### src/design/core_settings.svh
// Architectural widths of the integer back end, included by the packages and the register file.
`ifndef CORE_SETTINGS_SVH
`define CORE_SETTINGS_SVH

// Width of a data word and of a pc.
`define XLEN 32

// Integer registers, x0 included.
`define NUM_REGS 32

// Bits needed to name one register.
`define REG_ADDR_W 5

`endif

### src/design/rv_isa_pkg.sv
// Architectural RV32I types shared by every stage; referenced by scoped name.
`include "core_settings.svh"

package rv_isa_pkg;

  typedef logic [`XLEN-1:0] xlen_t;
  typedef logic [`REG_ADDR_W-1:0] reg_addr_t;
  typedef logic [31:0] instr_t;  // Fixed at 32 bits for the base ISA.

  // Major opcodes of the supported instruction groups.
  typedef enum logic [6:0] {
    OPC_LUI    = 7'b0110111,
    OPC_AUIPC  = 7'b0010111,
    OPC_JAL    = 7'b1101111,
    OPC_JALR   = 7'b1100111,
    OPC_BRANCH = 7'b1100011,
    OPC_OP_IMM = 7'b0010011,
    OPC_OP     = 7'b0110011
  } opcode_e;

  // ALU_ADD must stay at zero. An all-zero decode packet relies on it.
  typedef enum logic [3:0] {
    ALU_ADD    = 4'd0,
    ALU_SUB    = 4'd1,
    ALU_AND    = 4'd2,
    ALU_OR     = 4'd3,
    ALU_XOR    = 4'd4,
    ALU_SLT    = 4'd5,
    ALU_SLTU   = 4'd6,
    ALU_SLL    = 4'd7,
    ALU_SRL    = 4'd8,
    ALU_SRA    = 4'd9,
    ALU_PASS_B = 4'd10
  } alu_op_e;

  // Condition under which next pc takes the target.
  typedef enum logic [2:0] {
    BR_NONE   = 3'd0,
    BR_EQ     = 3'd1,
    BR_NE     = 3'd2,
    BR_LT     = 3'd3,
    BR_GE     = 3'd4,
    BR_LTU    = 3'd5,
    BR_GEU    = 3'd6,
    BR_ALWAYS = 3'd7
  } br_cond_e;

endpackage

### src/design/pipe_pkg.sv
// Packet formats passed between the pipeline stages; referenced by scoped name.
`include "core_settings.svh"

package pipe_pkg;

  // Input stream payload.
  typedef struct packed {
    rv_isa_pkg::xlen_t  pc;
    rv_isa_pkg::instr_t instr;
  } fetch_pkt_t;

  // Unused register fields are zero so they never hit the scoreboard.
  typedef struct packed {
    rv_isa_pkg::xlen_t     pc;
    rv_isa_pkg::reg_addr_t rs1;
    rv_isa_pkg::reg_addr_t rs2;
    rv_isa_pkg::reg_addr_t rd;
    rv_isa_pkg::xlen_t     imm;
    rv_isa_pkg::alu_op_e   alu_op;
    rv_isa_pkg::br_cond_e  br_cond;
    logic                  use_imm;    // Operand b is the immediate.
    logic                  use_pc;     // Operand a is the pc.
    logic                  link;       // Result is pc+4.
    logic                  jalr;       // Target base is rs1.
    logic                  writes_rd;
    logic                  illegal;
  } dec_pkt_t;

  typedef struct packed {
    dec_pkt_t          dec;
    rv_isa_pkg::xlen_t rs1_val;
    rv_isa_pkg::xlen_t rs2_val;
  } issue_pkt_t;

  // One retired instruction, as seen on the output stream.
  typedef struct packed {
    rv_isa_pkg::xlen_t     pc;
    rv_isa_pkg::reg_addr_t rd;
    rv_isa_pkg::xlen_t     value;
    logic                  writes_rd;
    rv_isa_pkg::xlen_t     next_pc;
    logic                  illegal;
  } commit_pkt_t;

  typedef struct packed {
    logic                  en;
    rv_isa_pkg::reg_addr_t rd;
    rv_isa_pkg::xlen_t     value;
  } wb_t;

endpackage

### src/design/committer.sv
// Result stage; presents commit records in order and retires them into the register file.
module committer (
  input  logic                  clk,
  input  logic                  rst,
  input  logic                  exe_valid,
  output logic                  exe_ready,
  input  pipe_pkg::commit_pkt_t exe_data,
  output logic                  commit_valid,
  input  logic                  commit_ready,
  output pipe_pkg::commit_pkt_t commit_data,
  output pipe_pkg::wb_t         wb
);

  logic commit_fire;

  assign exe_ready = !commit_valid || commit_ready;
  assign commit_fire = commit_valid && commit_ready;

  always_ff @(posedge clk) begin
    if (rst) begin
      commit_valid <= 1'b0;
    end else if (exe_ready) begin
      commit_valid <= exe_valid;
    end
  end

  // Held unchanged while the sink stalls.
  always_ff @(posedge clk) begin
    if (exe_valid && exe_ready) begin
      commit_data <= exe_data;
    end
  end

  // The write also frees the scoreboard entry.
  always_comb begin
    wb.en = commit_fire && commit_data.writes_rd && (commit_data.rd != '0);
    wb.rd = commit_data.rd;
    wb.value = commit_data.value;
  end

endmodule

### src/design/core_top.sv
// Top level of the integer back end; chains decode, issue, execute and commit.
module core_top (
  input  logic                  clk,
  input  logic                  rst,
  input  logic                  in_valid,
  output logic                  in_ready,
  input  pipe_pkg::fetch_pkt_t  in_data,
  output logic                  commit_valid,
  input  logic                  commit_ready,
  output pipe_pkg::commit_pkt_t commit_data
);

  logic                  dec_valid;
  logic                  dec_ready;
  pipe_pkg::dec_pkt_t    dec_data;
  logic                  iss_valid;
  logic                  iss_ready;
  pipe_pkg::issue_pkt_t  iss_data;
  logic                  exe_valid;
  logic                  exe_ready;
  pipe_pkg::commit_pkt_t exe_data;
  pipe_pkg::wb_t         wb;

  decoder decoder_inst (
    .clk(clk),
    .rst(rst),
    .in_valid(in_valid),
    .in_ready(in_ready),
    .in_data(in_data),
    .dec_valid(dec_valid),
    .dec_ready(dec_ready),
    .dec_data(dec_data)
  );

  regfile regfile_inst (
    .clk(clk),
    .rst(rst),
    .dec_valid(dec_valid),
    .dec_ready(dec_ready),
    .dec_data(dec_data),
    .iss_valid(iss_valid),
    .iss_ready(iss_ready),
    .iss_data(iss_data),
    .wb(wb)  // From commit.
  );

  int_exec int_exec_inst (
    .clk(clk),
    .rst(rst),
    .iss_valid(iss_valid),
    .iss_ready(iss_ready),
    .iss_data(iss_data),
    .exe_valid(exe_valid),
    .exe_ready(exe_ready),
    .exe_data(exe_data)
  );

  committer committer_inst (
    .clk(clk),
    .rst(rst),
    .exe_valid(exe_valid),
    .exe_ready(exe_ready),
    .exe_data(exe_data),
    .commit_valid(commit_valid),
    .commit_ready(commit_ready),
    .commit_data(commit_data),
    .wb(wb)
  );

endmodule

### src/design/decoder.sv
// Decode stage; turns each incoming fetch packet into a registered decode packet.
module decoder (
  input  logic                 clk,
  input  logic                 rst,
  input  logic                 in_valid,
  output logic                 in_ready,
  input  pipe_pkg::fetch_pkt_t in_data,
  output logic                 dec_valid,
  input  logic                 dec_ready,
  output pipe_pkg::dec_pkt_t   dec_data
);

  rv_isa_pkg::instr_t instr;
  logic [2:0]         funct3;
  logic [6:0]         funct7;
  rv_isa_pkg::xlen_t  imm_i;
  rv_isa_pkg::xlen_t  imm_u;
  rv_isa_pkg::xlen_t  imm_b;
  rv_isa_pkg::xlen_t  imm_j;
  logic               legal;
  logic               use_rs1;
  logic               use_rs2;
  pipe_pkg::dec_pkt_t dec;

  assign instr  = in_data.instr;
  assign funct3 = instr[14:12];
  assign funct7 = instr[31:25];
  assign imm_i  = {{20{instr[31]}}, instr[31:20]};
  assign imm_u  = {instr[31:12], 12'b0};
  assign imm_b  = {{20{instr[31]}}, instr[7], instr[30:25], instr[11:8], 1'b0};
  assign imm_j  = {{12{instr[31]}}, instr[19:12], instr[20], instr[30:21], 1'b0};

  always_comb begin
    dec = '0;  // ADD, no branch.
    dec.pc = in_data.pc;
    legal = 1'b1;
    use_rs1 = 1'b0;
    use_rs2 = 1'b0;
    case (instr[6:0])
      rv_isa_pkg::OPC_LUI: begin
        dec.imm = imm_u;
        dec.use_imm = 1'b1;
        dec.alu_op = rv_isa_pkg::ALU_PASS_B;
        dec.writes_rd = 1'b1;
      end
      rv_isa_pkg::OPC_AUIPC: begin
        dec.imm = imm_u;
        dec.use_imm = 1'b1;
        dec.use_pc = 1'b1;
        dec.writes_rd = 1'b1;
      end
      rv_isa_pkg::OPC_JAL: begin
        dec.imm = imm_j;
        dec.link = 1'b1;
        dec.br_cond = rv_isa_pkg::BR_ALWAYS;
        dec.writes_rd = 1'b1;
      end
      rv_isa_pkg::OPC_JALR: begin
        dec.imm = imm_i;
        dec.link = 1'b1;
        dec.jalr = 1'b1;
        dec.br_cond = rv_isa_pkg::BR_ALWAYS;
        dec.writes_rd = 1'b1;
        use_rs1 = 1'b1;
        legal = (funct3 == 3'b000);
      end
      rv_isa_pkg::OPC_BRANCH: begin
        dec.imm = imm_b;
        use_rs1 = 1'b1;
        use_rs2 = 1'b1;
        case (funct3)
          3'b000: dec.br_cond = rv_isa_pkg::BR_EQ;
          3'b001: dec.br_cond = rv_isa_pkg::BR_NE;
          3'b100: dec.br_cond = rv_isa_pkg::BR_LT;
          3'b101: dec.br_cond = rv_isa_pkg::BR_GE;
          3'b110: dec.br_cond = rv_isa_pkg::BR_LTU;
          3'b111: dec.br_cond = rv_isa_pkg::BR_GEU;
          default: legal = 1'b0;
        endcase
      end
      rv_isa_pkg::OPC_OP_IMM: begin
        dec.imm = imm_i;
        dec.use_imm = 1'b1;
        dec.writes_rd = 1'b1;
        use_rs1 = 1'b1;
        case (funct3)
          3'b000: dec.alu_op = rv_isa_pkg::ALU_ADD;
          3'b010: dec.alu_op = rv_isa_pkg::ALU_SLT;
          3'b011: dec.alu_op = rv_isa_pkg::ALU_SLTU;
          3'b100: dec.alu_op = rv_isa_pkg::ALU_XOR;
          3'b110: dec.alu_op = rv_isa_pkg::ALU_OR;
          3'b111: dec.alu_op = rv_isa_pkg::ALU_AND;
          3'b001: begin
            dec.alu_op = rv_isa_pkg::ALU_SLL;
            legal = (funct7 == 7'b0000000);
          end
          default: begin  // Shift right, logical or arithmetic by funct7.
            dec.alu_op = funct7[5] ? rv_isa_pkg::ALU_SRA : rv_isa_pkg::ALU_SRL;
            legal = (funct7 == 7'b0000000) || (funct7 == 7'b0100000);
          end
        endcase
      end
      rv_isa_pkg::OPC_OP: begin
        dec.writes_rd = 1'b1;
        use_rs1 = 1'b1;
        use_rs2 = 1'b1;
        case ({funct7, funct3})
          {7'b0000000, 3'b000}: dec.alu_op = rv_isa_pkg::ALU_ADD;
          {7'b0100000, 3'b000}: dec.alu_op = rv_isa_pkg::ALU_SUB;
          {7'b0000000, 3'b001}: dec.alu_op = rv_isa_pkg::ALU_SLL;
          {7'b0000000, 3'b010}: dec.alu_op = rv_isa_pkg::ALU_SLT;
          {7'b0000000, 3'b011}: dec.alu_op = rv_isa_pkg::ALU_SLTU;
          {7'b0000000, 3'b100}: dec.alu_op = rv_isa_pkg::ALU_XOR;
          {7'b0000000, 3'b101}: dec.alu_op = rv_isa_pkg::ALU_SRL;
          {7'b0100000, 3'b101}: dec.alu_op = rv_isa_pkg::ALU_SRA;
          {7'b0000000, 3'b110}: dec.alu_op = rv_isa_pkg::ALU_OR;
          {7'b0000000, 3'b111}: dec.alu_op = rv_isa_pkg::ALU_AND;
          default: legal = 1'b0;
        endcase
      end
      default: legal = 1'b0;
    endcase
    dec.rs1 = use_rs1 ? instr[19:15] : '0;
    dec.rs2 = use_rs2 ? instr[24:20] : '0;
    dec.rd = dec.writes_rd ? instr[11:7] : '0;
    // Unknown words keep only the pc; value and registers stay zero.
    if (!legal) begin
      dec = '0;
      dec.pc = in_data.pc;
      dec.illegal = 1'b1;
    end
  end

  assign in_ready = !dec_valid || dec_ready;

  always_ff @(posedge clk) begin
    if (rst) begin
      dec_valid <= 1'b0;
    end else if (in_ready) begin
      dec_valid <= in_valid;
    end
  end

  always_ff @(posedge clk) begin
    if (in_valid && in_ready) begin
      dec_data <= dec;
    end
  end

endmodule

### src/design/int_exec.sv
// Execute stage; ALU and branch/jump resolution producing a registered commit record.
module int_exec (
  input  logic                  clk,
  input  logic                  rst,
  input  logic                  iss_valid,
  output logic                  iss_ready,
  input  pipe_pkg::issue_pkt_t  iss_data,
  output logic                  exe_valid,
  input  logic                  exe_ready,
  output pipe_pkg::commit_pkt_t exe_data
);

  pipe_pkg::dec_pkt_t    dec;
  rv_isa_pkg::xlen_t     op_a;
  rv_isa_pkg::xlen_t     op_b;
  logic [4:0]            shamt;
  rv_isa_pkg::xlen_t     alu_res;
  rv_isa_pkg::xlen_t     pc_plus4;
  rv_isa_pkg::xlen_t     target;
  logic                  taken;
  pipe_pkg::commit_pkt_t res;

  assign dec = iss_data.dec;
  assign op_a = dec.use_pc ? dec.pc : iss_data.rs1_val;
  assign op_b = dec.use_imm ? dec.imm : iss_data.rs2_val;
  assign shamt = op_b[4:0];  // Upper bits of the amount are ignored.
  assign pc_plus4 = dec.pc + 32'd4;

  always_comb begin
    case (dec.alu_op)
      rv_isa_pkg::ALU_SUB:    alu_res = op_a - op_b;
      rv_isa_pkg::ALU_AND:    alu_res = op_a & op_b;
      rv_isa_pkg::ALU_OR:     alu_res = op_a | op_b;
      rv_isa_pkg::ALU_XOR:    alu_res = op_a ^ op_b;
      rv_isa_pkg::ALU_SLT:    alu_res = rv_isa_pkg::xlen_t'($signed(op_a) < $signed(op_b));
      rv_isa_pkg::ALU_SLTU:   alu_res = rv_isa_pkg::xlen_t'(op_a < op_b);
      rv_isa_pkg::ALU_SLL:    alu_res = op_a << shamt;
      rv_isa_pkg::ALU_SRL:    alu_res = op_a >> shamt;
      rv_isa_pkg::ALU_SRA:    alu_res = $signed(op_a) >>> shamt;
      rv_isa_pkg::ALU_PASS_B: alu_res = op_b;
      default:                alu_res = op_a + op_b;
    endcase
  end

  // Conditions always look at the register operands.
  always_comb begin
    case (dec.br_cond)
      rv_isa_pkg::BR_EQ:     taken = iss_data.rs1_val == iss_data.rs2_val;
      rv_isa_pkg::BR_NE:     taken = iss_data.rs1_val != iss_data.rs2_val;
      rv_isa_pkg::BR_LT:     taken = $signed(iss_data.rs1_val) < $signed(iss_data.rs2_val);
      rv_isa_pkg::BR_GE:     taken = $signed(iss_data.rs1_val) >= $signed(iss_data.rs2_val);
      rv_isa_pkg::BR_LTU:    taken = iss_data.rs1_val < iss_data.rs2_val;
      rv_isa_pkg::BR_GEU:    taken = iss_data.rs1_val >= iss_data.rs2_val;
      rv_isa_pkg::BR_ALWAYS: taken = 1'b1;
      default:               taken = 1'b0;
    endcase
  end

  assign target = dec.jalr ? ((iss_data.rs1_val + dec.imm) & ~rv_isa_pkg::xlen_t'(1))
                           : (dec.pc + dec.imm);

  always_comb begin
    res.pc = dec.pc;
    res.rd = dec.rd;
    res.writes_rd = dec.writes_rd;
    res.illegal = dec.illegal;
    res.value = dec.writes_rd ? (dec.link ? pc_plus4 : alu_res) : '0;  // Zero if nothing written.
    res.next_pc = taken ? target : pc_plus4;
  end

  assign iss_ready = !exe_valid || exe_ready;

  always_ff @(posedge clk) begin
    if (rst) begin
      exe_valid <= 1'b0;
    end else if (iss_ready) begin
      exe_valid <= iss_valid;
    end
  end

  always_ff @(posedge clk) begin
    if (iss_valid && iss_ready) begin
      exe_data <= res;
    end
  end

endmodule

### src/design/regfile.sv
// Register file with busy-bit scoreboard; issues decoded instructions once their registers are free.
`include "core_settings.svh"

module regfile (
  input  logic                 clk,
  input  logic                 rst,
  input  logic                 dec_valid,
  output logic                 dec_ready,
  input  pipe_pkg::dec_pkt_t   dec_data,
  output logic                 iss_valid,
  input  logic                 iss_ready,
  output pipe_pkg::issue_pkt_t iss_data,
  input  pipe_pkg::wb_t        wb
);

  rv_isa_pkg::xlen_t    regs [1:`NUM_REGS-1];  // x0 is not stored.
  logic [`NUM_REGS-1:0] busy;                  // Bit 0 never sets.
  logic                 hazard;
  logic                 out_free;
  logic                 issue;
  rv_isa_pkg::xlen_t    rs1_val;
  rv_isa_pkg::xlen_t    rs2_val;

  // No bypass from write-back. A waiting instruction goes the cycle after the commit.
  assign hazard = busy[dec_data.rs1] || busy[dec_data.rs2] || busy[dec_data.rd];
  assign out_free = !iss_valid || iss_ready;
  assign dec_ready = out_free && !hazard;
  assign issue = dec_valid && dec_ready;

  assign rs1_val = (dec_data.rs1 == '0) ? '0 : regs[dec_data.rs1];
  assign rs2_val = (dec_data.rs2 == '0) ? '0 : regs[dec_data.rs2];

  always_ff @(posedge clk) begin
    if (rst) begin
      iss_valid <= 1'b0;
      busy <= '0;
      for (int i = 1; i < `NUM_REGS; i++) begin
        regs[i] <= '0;
      end
    end else begin
      if (out_free) begin
        iss_valid <= issue;
      end
      // Retire first. An issuing rd is never busy, so the two never collide.
      if (wb.en) begin
        regs[wb.rd] <= wb.value;
        busy[wb.rd] <= 1'b0;
      end
      if (issue && dec_data.writes_rd && (dec_data.rd != '0)) begin
        busy[dec_data.rd] <= 1'b1;  // Claim the destination.
      end
    end
  end

  always_ff @(posedge clk) begin
    if (issue) begin
      iss_data.dec <= dec_data;
      iss_data.rs1_val <= rs1_val;
      iss_data.rs2_val <= rs2_val;
    end
  end

endmodule

### config.mk
export PLATFORM = sky130hd
export DESIGN_NAME = core_top
export DESIGN_NICKNAME = d
export VERILOG_FILES = /design/src/design/rv_isa_pkg.sv /design/src/design/pipe_pkg.sv /design/src/design/committer.sv /design/src/design/core_top.sv /design/src/design/decoder.sv /design/src/design/int_exec.sv /design/src/design/regfile.sv
export VERILOG_INCLUDE_DIRS = /design/src /design/src/design
export SDC_FILE = /design/constraint.sdc
export NUM_CORES = 2
export LEC_CHECK = 0
export BUFFER_PORTS_ARGS = -buffer_cell sky130_fd_sc_hd__buf_2
export CAP_MARGIN = 20
export CELL_PAD_IN_SITES_DETAIL_PLACEMENT = 1
export CELL_PAD_IN_SITES_GLOBAL_PLACEMENT = 2
export CORE_MARGIN = 2
export CORE_UTILIZATION = 50
export CTS_BUF_LIST = sky130_fd_sc_hd__clkbuf_8 sky130_fd_sc_hd__clkbuf_16
export DETAILED_ROUTE_END_ITERATION = 7
export PLACE_DENSITY_LB_ADDON = 0.1
export SLEW_MARGIN = 5
export SYNTH_ARGS = -nofsm -noshare
export SYNTH_HDL_FRONTEND = slang
export SYNTH_SLANG_ARGS = --single-unit
### constraint.sdc
create_clock -name clk -period 14.3 [get_ports clk]
set_clock_uncertainty 0.1 [all_clocks]
set_input_delay 2.145 -clock clk [delete_from_list [all_inputs] [get_ports clk]]
set_output_delay 2.145 -clock clk [all_outputs]
set_load 0.01 [all_outputs]
# ---- Word level (Yosys, flattened, before mapping)
# Memory sizes are Yosys's and may differ from the RTL's. A register that Yosys moved wholly into a read port is not among the register bits.
# Index checks and enable logic that the tools add are counted.
# W data, S select, Z words.
dict set report op_classes {
  order_cmp 12
  shifts 3
  eq_ne 43
  n_reduce_logical 46
  n_addsub 5
  muxes 47
  bitwise 6
}
# operator count
set op_table {}
lappend op_table {{$pmux W32 S10} 1}
lappend op_table {{$mux W32} 9}
lappend op_table {{$lt A32 B32 Y1} 4}
lappend op_table {{$pmux W32 S4} 1}
lappend op_table {{$add A32 B32 Y32} 3}
lappend op_table {{$and A32 B32 Y32} 2}
lappend op_table {{$ge A32 B32 Y1} 2}
lappend op_table {{$or A32 B32 Y32} 2}
lappend op_table {{$eq A10 B3 Y1 const B} 4}
lappend op_table {{$pmux W4 S9} 1}
lappend op_table {{$add A32 B3 Y32 const B} 1}
lappend op_table {{$eq A32 B32 Y1} 1}
lappend op_table {{$ne A32 B32 Y1} 1}
lappend op_table {{$not A32 Y32} 1}
lappend op_table {{$reduce_or A32 Y1} 1}
lappend op_table {{$shl A32 B5 Y32} 1}
lappend op_table {{$shr A32 B5 Y32} 1}
lappend op_table {{$sshr A32 B5 Y32} 1}
lappend op_table {{$sub A32 B32 Y32} 1}
lappend op_table {{$xor A32 B32 Y32} 1}
lappend op_table {{$pmux W4 S7} 1}
lappend op_table {{$eq A3 B3 Y1 const B} 8}
lappend op_table {{$lt A5 B6 Y1 const B} 4}
lappend op_table {{$mux W1} 22}
lappend op_table {{36 further kinds} 88}
dict set report word_totals {
  elab_cells 204
  ramBits 992
  output_inout_bits 105
  mem_count 1
  inputBits 68
  reg_bits 416
}
# name depth width read_ports rd_ports_with_merged_regs write_ports line
set mem_list {}
lappend mem_list {regfile_inst.regs 31 32 2 2 31 regfile.sv:16} ;# rv_isa_pkg::xlen_t regs [1:`NUM_REGS-1];

# ---- Logic depth before layout (Yosys ltp)
dict set report depth {
  ltp_word 10
  depth_mapped 19
  depth_no_buf 15
}

# ---- Modules after synthesis
# A second synthesis with hierarchy kept.
dict set report unflattened {
  hier_cells 6750
  area_unflattened_um2 86250.2
}
# module area_per_inst_um2 seq_area_each_um2 n_inst cells_each
set by_module_without_submodules {}
lappend by_module_without_submodules {regfile 61624.1 36094.6 1 4098}
lappend by_module_without_submodules {int_exec 17429.2 3113.0 1 2247}
lappend by_module_without_submodules {decoder 3752.3 2782.7 1 256}
lappend by_module_without_submodules {committer 3444.6 3113.0 1 149}

# ---- Worst setup path before layout
# Ideal clock, no wire load.
dict set report synth_timing {
  path_type {input port to flip-flop}
  startpoint {in commit_ready}
  endpoint {reg, netlist name int_exec_inst.exe_data[0]}
  stages 2
  setup_ns 0.722
  arrival_time_ns 9.685
  required_ns 13.478
  path_slack_ns 3.792
  path_buffers 0
  cell_sequence {nor2b_1 a21boi_0}
}
dict set report synth_between {
  elab_chain_cells 3
}
# element line
set synth_rtl {}
lappend synth_rtl {{start: declaration} core_top.sv:9} ;# input logic commit_ready,
lappend synth_rtl {{$logic_or A1 B1 Y1} committer.sv:16} ;# assign exe_ready = !commit_valid || commit_ready;
lappend synth_rtl {{$logic_or A1 B1 Y1} int_exec.sv:71} ;# assign iss_ready = !exe_valid || exe_ready;
lappend synth_rtl {{$logic_and A1 B1 Y1} int_exec.sv:82} ;# if (iss_valid && iss_ready) begin
# Every way passes these cells.
# A chain may end at the register's enable or synchronous reset.

# ---- Final worst setup path
dict set report layout_timing {
  startpoint {reg, netlist name regfile_inst.iss_data[69]}
  endpoint {reg, netlist name int_exec_inst.exe_data[60]}
}
dict set report layout_between {
  elab_chain_cells 4
  word_cells_on_any_way 11
  classes_between {add/sub (2); shift (3); mux (3); bitwise (3)}
}
# element line
set layout_rtl {}
lappend layout_rtl {{$mux W32 *} int_exec.sv:25} ;# assign op_b = dec.use_imm ? dec.imm : iss_data.rs2_val;
lappend layout_rtl {{$add A32 B32 Y32 (tied with other cells)} int_exec.sv:41} ;# default: alu_res = op_a + op_b;
lappend layout_rtl {{$pmux W32 S10 *} int_exec.sv:30} ;# case (dec.alu_op)
lappend layout_rtl {{$mux W32 *} int_exec.sv:67} ;# res.value = dec.writes_rd ? (dec.link ? pc_plus4 : alu_res) : '0;
# Mark *: on every way between the ends. The rest lies on a longest branch, timed or not.

==> flow_summary_export.csv <==
group,metric,value,unit
placement,routabilityCongestion,0.969,
synthesis,syn_area_per_cell,13.7,sq um
job,max-cap-violations,0,
floorplanning,die_y,416,um
finish,area_growth,10.3,%
routing,viasPerCell,6.81,
finish,fin_area,0.0935,sq mm
global_route,gr-usage-met2,59.3,%
floorplanning,die_area,0.173,sq mm
timing,rsz0062_at_grt,"no",
timing,drv_slew,0,
finish,nets,6484,
finish,post-route-util,55.4,%
worst_setup_path,cpPeakStageDelay,0.87,ns
synthesis,synth_cell_types,97,
global_route,top_usage_layer,"met2",
clocking,cts_tree,"yes",
routing,drt_pass1_iterations,6,
clocking,cts.path.max_buffers,3,
timing,worst_slew_pin_slew,1.22,ns
synthesis,synth_warnings,0,
clocking,cts.clk_slew.worst_paths,0.06,ns
global_route,grt_max_degree,108,
clocking,h-tree-depth,4,
placement,dpl-instance-area,0.0883,sq mm
synthesis,synth_xor_area_share,0.981,%
synthesis,synth_edf_count,1468,
global_route,antenna_found_initial,22,
worst_setup_path,crit_path_end,"int_exec_inst.exe_data[60]$_SDFFCE_PN0P_",
pwr,p_leak,34.0,nW
global_route,met1_usage,46.5,%
timing,report.final.hold_viol_count,0,
timing,max_freq,165,MHz
timing,setup_viol,0,
pwr,ir_worst_vdd,0.113,mV
floorplanning,num_io_pins,173,
synthesis,synth_simple_gate_area_share,12.3,%
global_route,grtUsageMet3,6.45,%
timing,finalCriticalPeriod,6.05,ns
worst_setup_path,r2r-start,"regfile_inst.iss_data[69]$_DFFE_PP_",
worst_setup_path,worst_path_most_repeated_cell,"buf_4",
synthesis,synth_cells,6192,
clocking,cts.sinks,1504,
routing,wirelength,318,mm
pwr,total_power,10.7,mW
synthesis,synth_top_family_by_area,"multiplexers",
worst_setup_path,r2r_cells,15,
worst_setup_path,cp_data_arrival_time,6.45,ns
worst_setup_path,crit_start,"regfile_inst.iss_data[69]$_DFFE_PP_",
worst_setup_path,start_kind,"flop",
synthesis,synth_compound_area_share,6.91,%
clocking,cts-root-buf,"clkbuf_16",
worst_setup_path,worstSetupEndpointType,"flop",
worst_setup_path,crit_required,14.70,ns
routing,drc,0,
worst_setup_path,cpMaxStageDelayCell,"nor4_1",
routing,drtIter0Drc,6862,
timing,slew_headroom,17.3,%
worst_setup_path,crit_type,"reg -> reg",
worst_setup_path,crit_fanout,50,
worst_setup_path,r2r-end,"int_exec_inst.exe_data[60]$_SDFFCE_PN0P_",
routing,avgRoutedWirePerCell,37.0,um
clocking,post_cts_buffers,0,
synthesis,synthTopCellsByArea,"edfxtp_1 52%, mux4_2 18%, and2_1 7.5%",
synthesis,seq_area_frac_synth,52.8,%
timing,final.period_utilization,42.3,%
floorplanning,row_count,151,
placement,place_ws,8.35,ns
clocking,cts_resized,0,
synthesis,synth_top_flop_cell,"edfxtp_1",
status,status,"complete, no violations",
synthesis,netlist_area,0.0848,sq mm
synthesis,async_reset_ff_share,0,%
placement,io_buffers,172,
global_route,grt_pass1_vias,59817,
routing,vias,58441,
synthesis,synthAdderAreaFrac,2.91,%
finish,drive_gt1_share,21.4,%
hold_path,hp-class,"reg -> reg",
synthesis,muxShareOfSynthArea,20.9,%
pwr,power_density,114,mW/mm^2
placement,dpl.hpwl,206,mm
routing,postRouteAntennaNets,0,
floorplanning,die_w,416,um
global_route,grt_overflow,0,
hold_path,min_from,"int_exec_inst.exe_data[90]$_DFFE_PP_",
worst_setup_path,cp_cell_sequence,"buf_4 -> o21a_2 -> buf_4 -> clkinv_1 -> buf_4 -> ha_1 -> o21ai_0 -> a211oi_1 -> nor4_1 -> nor3_1 -> nor3_1 -> o41ai_2 -> a221o_1 -> a221oi_1 -> a211oi_1",
synthesis,synth.top_cell.area_share,52.0,%
floorplanning,initial_utilization,50.2,%
global_route,grtUsageTotal,36.6,%
floorplanning,core,0.169,sq mm
worst_setup_path,rrSetupSlack,8.25,ns
timing,fin_ws,8.25,ns
clocking,cts_hold_buf,0,
synthesis,synth_area_leader_cell,"edfxtp_1",
clocking,insertion_delay,0.82,ns
clocking,cts_made_buffers,165,
timing,setup_tns,0,ns
synthesis,synth_seq_cells,1504,
finish,fillerInstances,16327,
global_route,grt_first_pass_wirelength,449,mm
[synth_stat cells, types with 15 or more instances]
cell / n
a211oi_1: 41
inv_1: 179
clkbuf_1: 383
o32ai_1: 15
a21o_1: 64
ha_1: 191
a21oi_1: 211
o22ai_1: 46
nor4_1: 22
nor3_1: 79
mux2i_1: 253
a31oi_1: 29
buf_1: 62
o211ai_1: 29
and2_1: 1019
xnor2_1: 60
o2111ai_1: 16
buf_2: 53
nand2b_1: 36
and3_1: 22
o21a_1: 19
nor2_1: 287
dfxtp_1: 36
xor2_1: 35
edfxtp_1: 1468
a221oi_1: 23
or3_1: 18
o21bai_1: 22
nand3_1: 43
nor2b_1: 43
mux4_2: 668
o21ai_0: 209
nand4_1: 29
nand2_1: 234
a22oi_1: 23
[cells by family (layout without fill, tap and decap cells)]
group	Yosys count	count (layout)
flip-flops	1504	1504
multiplexers	932	932
adder cells (fa/ha/maj)	195	195
AO/OA/AOI/OAI	893	893
other	1	37
XOR/XNOR	95	95
buffers and inverters	692	822
AND/OR/NAND/NOR	1880	1880
[state kept, by name, summed over array words and instances (netlist names), 32 cells and up]
register,flops
int_exec_inst.exe_data,103
regfile_inst.regs,1024
committer_inst.commit_data,103
regfile_inst.busy,32
decoder_inst.dec_data,92
regfile_inst.iss_data,146
[layout make-up]
cell class                 instances  area [sq um]  area share, %
sequential                      1504         44800           47.9
multi-input combinational       4027         37800           40.4
clock buffer                     172          4260           4.55
tap                             2218          2780           2.97
timing repair buffer             338          2210           2.36
clock inverter                   127           973           1.04
inverter                         185           702          0.750
antenna                            5          12.5         0.0134
[power breakdown]
part           internal, mW  switching (mW)  total [mW]  leakage (nW)
Combinational         0.507           0.878        1.38          16.2
Sequential             5.00           0.129        5.13          15.0
Clock                  2.33            1.84        4.17          2.69
[through the flow]
stage | hold slack, ns | std cells
CTS | 0.307 | 8569
global placement | 0.301 | 8269
global route | 0.314 | 8571
finish | 0.311 | 8576
floorplan | 0.300 | 6223
detailed placement | 0.306 | 8270
[metal layers]
layer / wire [um] / vias up
met4: 21900 / 10
met1: 117000 / 30542
met5: 79 / -
met2: 152000 / 3209
met3: 27100 / 875
li1: - / 23805
[worst min path at each step]
stage	endpoint	slack, ns	cells past startpoint
after floorplan	committer_inst.commit_data[0]$_DFFE_PP_	0.30	0
after global placement	committer_inst.commit_data[74]$_DFFE_PP_	0.30	0
after detailed placement	committer_inst.commit_data[48]$_DFFE_PP_	0.31	0
after CTS	committer_inst.commit_data[90]$_DFFE_PP_	0.31	0
after global routing	committer_inst.commit_data[90]$_DFFE_PP_	0.31	0
final	committer_inst.commit_data[90]$_DFFE_PP_	0.31	0
[critical path: cells and delay by family (launching register included)]
family / cells / cell delay (ns)
simple gates: 3 / 1.82
buf+inv: 4 / 1.56
compound gates: 7 / 1.49
flops: 1 / 0.33
fa+ha+maj: 1 / 0.32
[layout by cell type (no fill, tap or decap), drive strengths merged, types with 31 or more instances in the layout]
cell | Yosys | routed
o21ai | 217 | 217
mux2i | 255 | 255
mux4 | 668 | 668
nor3 | 79 | 79
nand2 | 234 | 234
nor2b | 43 | 43
dfxtp | 36 | 36
xnor2 | 60 | 60
o22ai | 49 | 49
xor2 | 35 | 35
a21oi | 211 | 211
edfxtp | 1468 | 1468
and2 | 1020 | 1020
inv | 183 | 226
clkbuf | 383 | 172
nand3 | 43 | 43
clkinv | 2 | 74
buf | 124 | 338
a21o | 64 | 64
nand4 | 31 | 31
ha | 191 | 191
a211oi | 41 | 41
nand2b | 36 | 36
conb | 1 | 32
nor2 | 287 | 287
No activity file was read; power rests on OpenSTA's default activity.
